[src/hdl/intc_pkg.sv]
`default_nettype none

package intc_pkg;

    // Source and bus sizes.
    localparam int NUM_SRC   = 256;
    localparam int BYTE_W    = 8;
    localparam int NUM_BYTES = NUM_SRC / BYTE_W;
    localparam int SEL_W     = $clog2(NUM_BYTES);
    localparam int VEC_W     = $clog2(NUM_SRC);

    // Vector read when nothing is pending.
    localparam logic [VEC_W-1:0] NO_VEC = 8'hFF;

    // Command codes.
    // The upper three bits pick the class, the low five bits the byte index.
    localparam logic [BYTE_W-1:0] CMD_ENABLE_BASE = 8'h20;
    localparam logic [BYTE_W-1:0] CMD_TYPE_BASE   = 8'h40;
    localparam logic [BYTE_W-1:0] CMD_PEND_BASE   = 8'h60;
    localparam logic [BYTE_W-1:0] CMD_VECTOR      = 8'h80;
    localparam logic [BYTE_W-1:0] CMD_EOI         = 8'hFF;

    // Trigger type bit.
    localparam logic TRIG_EDGE  = 1'b0;
    localparam logic TRIG_LEVEL = 1'b1;

endpackage

`default_nettype wire

[src/hdl/byte_sel_register.sv]
`timescale 1ns/1ps
`default_nettype none

module byte_sel_register (
    input  wire logic                          clk,
    input  wire logic                          reset,
    input  wire logic                          i_write,
    input  wire logic [intc_pkg::SEL_W-1:0]    i_byte_sel,
    input  wire logic [intc_pkg::BYTE_W-1:0]   i_data,
    output logic      [intc_pkg::BYTE_W-1:0]   o_data,
    output logic      [intc_pkg::NUM_SRC-1:0]  o_full_data
);

    import intc_pkg::*;

    logic [BYTE_W-1:0] r_bytes [NUM_BYTES];

    always_ff @(posedge clk) begin
        if (reset) begin
            for (int i = 0; i < NUM_BYTES; i++) begin
                r_bytes[i] <= '0;
            end
        end else if (i_write) begin
            r_bytes[i_byte_sel] <= i_data;
        end
    end

    // Selected byte for the bus.
    assign o_data = r_bytes[i_byte_sel];

    // Flattened view, byte 0 holds sources 0 to 7.
    always_comb begin
        for (int i = 0; i < NUM_BYTES; i++) begin
            o_full_data[i*BYTE_W +: BYTE_W] = r_bytes[i];
        end
    end

endmodule

`default_nettype wire

[src/hdl/intc_cmd_decode.sv]
`timescale 1ns/1ps
`default_nettype none

module intc_cmd_decode (
    input  wire logic                          clk,
    input  wire logic                          reset,
    input  wire logic                          i_cs,
    input  wire logic                          i_rwb,
    input  wire logic                          i_addr,
    input  wire logic [intc_pkg::BYTE_W-1:0]   i_data,
    output logic      [intc_pkg::BYTE_W-1:0]   o_data,
    output logic                               o_enable_write,
    output logic                               o_type_write,
    output logic      [intc_pkg::SEL_W-1:0]    o_byte_sel,
    output logic                               o_eoi,
    input  wire logic [intc_pkg::BYTE_W-1:0]   i_enable_byte,
    input  wire logic [intc_pkg::BYTE_W-1:0]   i_type_byte,
    input  wire logic [intc_pkg::NUM_SRC-1:0]  i_pending,
    input  wire logic [intc_pkg::VEC_W-1:0]    i_vector
);

    import intc_pkg::*;

    logic [BYTE_W-1:0]       r_cmd;
    logic [BYTE_W-SEL_W-1:0] cmd_class;
    logic [SEL_W-1:0]        cmd_sel;
    logic [BYTE_W-1:0]       pend_byte;

    logic wr;
    logic rd;
    logic data_wr;

    logic is_enable;
    logic is_type;
    logic is_pend;
    logic is_vector;
    logic is_eoi;

    assign wr      = i_cs & ~i_rwb;
    assign rd      = i_cs & i_rwb & i_addr;
    assign data_wr = wr & i_addr;

    // Command register at address 0.
    always_ff @(posedge clk) begin
        if (reset) begin
            r_cmd <= '0;
        end else if (wr && !i_addr) begin
            r_cmd <= i_data;
        end
    end

    assign cmd_class = r_cmd[BYTE_W-1:SEL_W];
    assign cmd_sel   = r_cmd[SEL_W-1:0];

    // Command classes.
    assign is_enable = (cmd_class == CMD_ENABLE_BASE[BYTE_W-1:SEL_W]);
    assign is_type   = (cmd_class == CMD_TYPE_BASE[BYTE_W-1:SEL_W]);
    assign is_pend   = (cmd_class == CMD_PEND_BASE[BYTE_W-1:SEL_W]);
    assign is_vector = (r_cmd == CMD_VECTOR);
    assign is_eoi    = (r_cmd == CMD_EOI);

    // Strobes for the data window.
    assign o_byte_sel     = cmd_sel;
    assign o_enable_write = data_wr & is_enable;
    assign o_type_write   = data_wr & is_type;
    // EOI needs a data write with bit 0 set.
    assign o_eoi          = data_wr & is_eoi & i_data[0];

    assign pend_byte = i_pending[cmd_sel*BYTE_W +: BYTE_W];

    // Read mux, zero outside a data window read.
    always_comb begin
        o_data = '0;
        if (rd) begin
            if (is_enable) begin
                o_data = i_enable_byte;
            end else if (is_type) begin
                o_data = i_type_byte;
            end else if (is_pend) begin
                o_data = pend_byte;
            end else if (is_vector) begin
                o_data = i_vector;
            end
        end
    end

endmodule

`default_nettype wire

[src/hdl/intc_source_latch.sv]
`timescale 1ns/1ps
`default_nettype none

module intc_source_latch (
    input  wire logic                          clk,
    input  wire logic                          reset,
    input  wire logic [intc_pkg::NUM_SRC-1:0]  i_int_in,
    input  wire logic [intc_pkg::NUM_SRC-1:0]  i_enable,
    input  wire logic [intc_pkg::NUM_SRC-1:0]  i_type,
    input  wire logic                          i_eoi,
    input  wire logic [intc_pkg::VEC_W-1:0]    i_vector,
    input  wire logic                          i_vector_valid,
    output logic      [intc_pkg::NUM_SRC-1:0]  o_pending
);

    import intc_pkg::*;

    logic [NUM_SRC-1:0] r_int_prev;
    logic [NUM_SRC-1:0] r_pending;
    logic [NUM_SRC-1:0] pending_next;
    logic [NUM_SRC-1:0] masked;
    logic [NUM_SRC-1:0] rise;
    logic               eoi_hit;

    assign masked = i_int_in & i_enable;
    // Edge seen against the raw previous sample.
    assign rise   = masked & ~r_int_prev;

    always_comb begin
        for (int i = 0; i < NUM_SRC; i++) begin
            eoi_hit = i_eoi && i_vector_valid && (i_vector == VEC_W'(i));
            case (i_type[i])
                TRIG_EDGE: begin
                    pending_next[i] = eoi_hit ? 1'b0 : (r_pending[i] | rise[i]);
                end
                TRIG_LEVEL: begin
                    // Still asserted sources survive EOI.
                    pending_next[i] = eoi_hit ? masked[i] : (r_pending[i] | masked[i]);
                end
                default: begin
                    pending_next[i] = r_pending[i];
                end
            endcase
        end
    end

    always_ff @(posedge clk) begin
        if (reset) begin
            r_pending  <= '0;
            r_int_prev <= '0;
        end else begin
            r_pending  <= pending_next;
            r_int_prev <= i_int_in;
        end
    end

    assign o_pending = r_pending;

endmodule

`default_nettype wire

[src/hdl/intc_priority_encoder.sv]
`timescale 1ns/1ps
`default_nettype none

module intc_priority_encoder (
    input  wire logic [intc_pkg::NUM_SRC-1:0]  i_pending,
    output logic      [intc_pkg::VEC_W-1:0]    o_vector,
    output logic                               o_valid
);

    import intc_pkg::*;

    // Scan from the top so the lowest set bit wins.
    always_comb begin
        o_vector = NO_VEC;
        for (int i = NUM_SRC - 1; i >= 0; i--) begin
            if (i_pending[i]) begin
                o_vector = VEC_W'(i);
            end
        end
    end

    assign o_valid = |i_pending;

endmodule

`default_nettype wire

[src/hdl/interrupt_controller.sv]
`timescale 1ns/1ps
`default_nettype none

module interrupt_controller (
    input  wire logic                          clk,
    input  wire logic                          reset,
    input  wire logic                          i_cs,
    input  wire logic                          i_rwb,
    input  wire logic                          i_addr,
    input  wire logic [intc_pkg::BYTE_W-1:0]   i_data,
    output logic      [intc_pkg::BYTE_W-1:0]   o_data,
    input  wire logic [intc_pkg::NUM_SRC-1:0]  i_int_in,
    output logic                               o_int
);

    import intc_pkg::*;

    logic               w_enable_write;
    logic               w_type_write;
    logic [SEL_W-1:0]   w_byte_sel;
    logic               w_eoi;

    logic [BYTE_W-1:0]  w_enable_byte;
    logic [BYTE_W-1:0]  w_type_byte;
    logic [NUM_SRC-1:0] w_enable_full;
    logic [NUM_SRC-1:0] w_type_full;

    logic [NUM_SRC-1:0] w_pending;
    logic [VEC_W-1:0]   w_vector;
    logic               w_vector_valid;

    intc_cmd_decode u_cmd_decode (
        .clk            (clk),
        .reset          (reset),
        .i_cs           (i_cs),
        .i_rwb          (i_rwb),
        .i_addr         (i_addr),
        .i_data         (i_data),
        .o_data         (o_data),
        .o_enable_write (w_enable_write),
        .o_type_write   (w_type_write),
        .o_byte_sel     (w_byte_sel),
        .o_eoi          (w_eoi),
        .i_enable_byte  (w_enable_byte),
        .i_type_byte    (w_type_byte),
        .i_pending      (w_pending),
        .i_vector       (w_vector)
    );

    // Enable mask.
    byte_sel_register reg_enable (
        .clk         (clk),
        .reset       (reset),
        .i_write     (w_enable_write),
        .i_byte_sel  (w_byte_sel),
        .i_data      (i_data),
        .o_data      (w_enable_byte),
        .o_full_data (w_enable_full)
    );

    // Trigger type, edge or level.
    byte_sel_register reg_type (
        .clk         (clk),
        .reset       (reset),
        .i_write     (w_type_write),
        .i_byte_sel  (w_byte_sel),
        .i_data      (i_data),
        .o_data      (w_type_byte),
        .o_full_data (w_type_full)
    );

    intc_source_latch u_source_latch (
        .clk            (clk),
        .reset          (reset),
        .i_int_in       (i_int_in),
        .i_enable       (w_enable_full),
        .i_type         (w_type_full),
        .i_eoi          (w_eoi),
        .i_vector       (w_vector),
        .i_vector_valid (w_vector_valid),
        .o_pending      (w_pending)
    );

    intc_priority_encoder u_priority_encoder (
        .i_pending (w_pending),
        .o_vector  (w_vector),
        .o_valid   (w_vector_valid)
    );

    // Any pending source raises the line.
    assign o_int = w_vector_valid;

endmodule

`default_nettype wire

[config.mk]
export PLATFORM = sky130hd
export DESIGN_NAME = interrupt_controller
export DESIGN_NICKNAME = d
export VERILOG_FILES = /design/src/hdl/intc_pkg.sv /design/src/hdl/byte_sel_register.sv /design/src/hdl/intc_cmd_decode.sv /design/src/hdl/intc_source_latch.sv /design/src/hdl/intc_priority_encoder.sv /design/src/hdl/interrupt_controller.sv
export SDC_FILE = /design/constraint.sdc
export NUM_CORES = 2
export LEC_CHECK = 0
export BUFFER_PORTS_ARGS = -buffer_cell sky130_fd_sc_hd__buf_2
export CAP_MARGIN = 30
export CORE_ASPECT_RATIO = 1.4
export CORE_MARGIN = 2
export CORE_UTILIZATION = 30
export DETAILED_ROUTE_END_ITERATION = 8
export PLACE_DENSITY_LB_ADDON = 0.3
export SETUP_SLACK_MARGIN = 0.1
export SLEW_MARGIN = 20
export SYNTH_ARGS = -nofsm -noshare
export SYNTH_HDL_FRONTEND = slang
export SYNTH_SLANG_ARGS = --single-unit
[constraint.sdc]
create_clock -name clk -period 4.15 [get_ports clk]
set_input_delay 0.83 -clock clk [delete_from_list [all_inputs] [get_ports clk]]
set_output_delay 0.83 -clock clk [all_outputs]
set_load 0.01 [all_outputs]
==> results by group <==
Timing
  • Crit path time final: 4570 ps
  • Final worst slack: -420 ps
  • Final setup TNS: -2560 ps
  • Final Cycle Share: 110%
  • Hold Violations, Final: 0
  • Setup Skew: 53.5 ps
  • Worst-margin pin slew: 1010 ps
  • Pins over their slew limit: 0
  • RSZ-0062 raised after global routing: yes
  • Slew margin rel.: 32.5%
  • Final setup viols: 8
  • Fmax: 219 MHz
  • Final hold slack: 303 ps

Clock tree
  • Cts bufs inserted: 104
  • Worst-path clk slew: 60 ps
  • Clock tree sinks: 1,037
  • Max clock buf depth: 3
  • TritonCTS clock tree: built
  • Root Buffer: clkbuf_16
  • H-tree levels: 3
  • Worst-Skew Late Latency: 780 ps

Logic synthesis
  • Mapped Cells: 4,520
  • Syn nets: 4,789
  • Top FF cell, synth: dfxtp_1
  • Seq/Total Area, Yosys: 52.0%
  • Compound-Gate Fraction of Synth Area: 13.5%
  • Post-synthesis mux area share: 10.8%
  • Area contributors post-synth: edfxtp_1 31%, dfxtp_1 21%, mux4_2 10%, and2_1 6.5%, nor2b_1 3.6%
  • Post-Synth Simple-Gate Area: 20.8%
  • Synth area leader: edfxtp_1
  • Top cells by count, synth: 525 x dfxtp_1, 519 x and2_1, 512 x edfxtp_1, 287 x nor2b_1, 284 x a31oi_1
  • Largest family of logic cells by synthesized area: simple AND/OR/NAND/NOR gates
  • Synth Area in Adders: 0%
  • Post-Synthesis Cell Area: 49,700 um2
  • Top cell type's share of synthesized area: 30.9%
  • Post-Syn Area per Cell: 11.0 um2
  • Number of synthesized flops with an enable pin: 512
  • Asr flop ratio synth: 0%
  • Post-synth cell types: 83
  • Most numerous cell in the Yosys netlist: dfxtp_1
  • Yosys warns: 0
  • XOR/XNOR Fraction of Synth Area: 0%
  • #FFs+latches synth: 1,037

Outcome
  • Failing checks: negative setup slack
  • Status: complete, but fails checks

Place
  • Detailed Place HPWL: 188 mm
  • Dpl cell area: 56,600 um2
  • Pre-CTS setup slack: -204 ps
  • Port bufs: 277
  • Placer congestion estimate: 1.05

Global routing
  • First-pass GRT wire length: 336 mm
  • GRT overflow: 0
  • Largest net degree at the start of global routing: 121
  • Initial antenna violation count: 25
  • GRT Util Overall: 28.5%
  • Vias in the first global route: 41,548

Critical path
  • Crit path DAT: 3740 ps
  • Crit path max-delay family: multiplexers
  • Critical path class: reg -> out
  • Crit end category: output port
  • RR Startpoint: u_source_latch.o_pending[57]$_SDFF_PP0_
  • Cell mode on critical path: mux4_2
  • Worst path max stage delay: 630 ps
  • Critical path peak fanout: 6
  • Setup crit start kind: flop
  • Crit path buf inv count: 4
  • Critical Path RT: 3320 ps
  • Cell Chain, Critical Path: buf_12, buf_16, mux4_2, mux4_2, mux2i_1, o22ai_2, a211oi_4, nor2_1, buf_4, buf_2
  • Slowest cell on crit path: mux4_2

Pwr
  • Maximum VDD drop: 328 uV
  • Overall power: 0.0262 W
  • Power per Cell Area: 422 nW/um2
  • Lkg Pwr: 22.6 nW

Min path
  • Hold Crit Class: in -> reg
  • Hold Startpoint: i_int_in[86]

Routing
  • Final wirelength: 247 mm
  • Metal1 wirelength: 91.9 mm
  • Iteration-0 DRC Markers: 5,511
  • Number of remaining DRC errors: 0
  • WL/cell: 33.5 um
  • Detail Route Antenna Nets: 0
  • Vias per Instance: 5.89
  • Highest metal used: met5
  • Routed met3 length: 21.6 mm
  • Vias post-DR: 43,557
  • Met2 WL: 113 mm
  • DR pass1 iterations: 5

Final layout
  • Multi-input logic area: 23,200 um2
  • Area grow syn2layout: 24.8%
  • Design area: 62,100 um2
  • Layout net count: 5,429
  • Flip-flop and latch area: 25,900 um2
  • Fillers: 16,089
  • Layout cell share with drive strength beyond 1: 25.5%

Floorplanning
  • Core area: 164,000 um2
  • Die Area: 169,000 um2
  • Chip Height: 486 um
  • Num rows: 176
  • Die width: 348 um
  • I/O pins: 278
  • Initial Utilization: 30.2%

Flow run
  • Max cap viols: 0
==> cells in the final DEF (no fill, tap or decap), types with 41 or more instances in the layout <==
cell and instances:
nand2b_1 151, buf_4 444, and2_1 519, o31a_1 47, a211oi_1 46, nor3_1 43
and3_1 55, nor2b_1 286, a21oi_1 170, nand3_1 123, buf_2 271, inv_1 109
clkbuf_16 109, buf_12 41, o21ai_0 196, nor2_1 259, nor4_1 67, edfxtp_1 512
a311oi_1 63, a31oi_1 283, mux4_2 226, nand2_1 184, dfxtp_1 505
==> registers in the layout, indices dropped and copies added (netlist names), named ones only <==
register and count:
reg_type.r_bytes 256, u_source_latch.r_int_prev 256, u_cmd_decode.r_cmd 8, reg_enable.r_bytes 256
u_source_latch.o_pending 256
==> layout make-up <==
| type | instances | share of cell area, % |
|---|---|---|
| clock inverter | 49 | 1.09 |
| timing repair buffer | 792 | 9.97 |
| tap | 2136 | 4.30 |
| inverter | 110 | 0.669 |
| sequential | 1037 | 41.8 |
| clock buffer | 146 | 4.78 |
| antenna | 8 | 0.0322 |
| multi-input combinational | 3115 | 37.4 |
==> stage by stage <==
stage | utilization [%] | instances
3_3_place_gp | 34.4 | 7111
5_1_grt | 37.7 | 7389
3_5_place_dp | 34.4 | 7114
4_1_cts | 37.5 | 7371
6_report | 37.7 | 7393
2_1_floorplan | - | 4520
==> logic make-up (layout without fill, tap and decap cells) <==
kind of cell	after synthesis	count (layout)
AND/OR/NAND/NOR	1839	1839
multiplexers	254	254
buffers and inverters	368	1097
other	0	8
AO/OA/AOI/OAI	1022	1022
flip-flops	1037	1037
==> report_power, final <==
| group | leakage [nW] | internal, W | switching [W] |
|---|---|---|---|
| clock | 1.78 | 0.00593 | 0.00438 |
| sequential | 9.64 | 0.0112 | 0.000609 |
| combinational | 11.2 | 0.00154 | 0.00253 |
==> path summary, 6_finish.rpt <==
| check | end | slack, ps | cells past startpoint |
|---|---|---|---|
| setup / recovery | o_data[4] | -420 | 10 |
| hold / removal | u_source_latch.r_int_prev[86]$_SDFF_PP0_ | 300 | 2 |
| setup reg to reg | u_source_latch.o_pending[194]$_SDFF_PP0_ | 160 | 11 |
| hold reg to reg | u_source_latch.o_pending[142]$_SDFF_PP0_ | 500 | 2 |
==> metal layers <==
metal	global-route usage [%]	vias up
met3	5.51	671
met5	0	-
li1	-	18299
met1	34.3	21788
met4	19.9	24
met2	45.8	2775
==> timing repair <==
action                     4_1_cts  5_1_grt
buffers inserted                54       13
resized for setup              138       52
pin swaps                       33       10
hold buffers                     0        0
setup endpoints to repair       35       11
cloned                           9        1
Note: power is estimated with default switching activity, not from simulation.
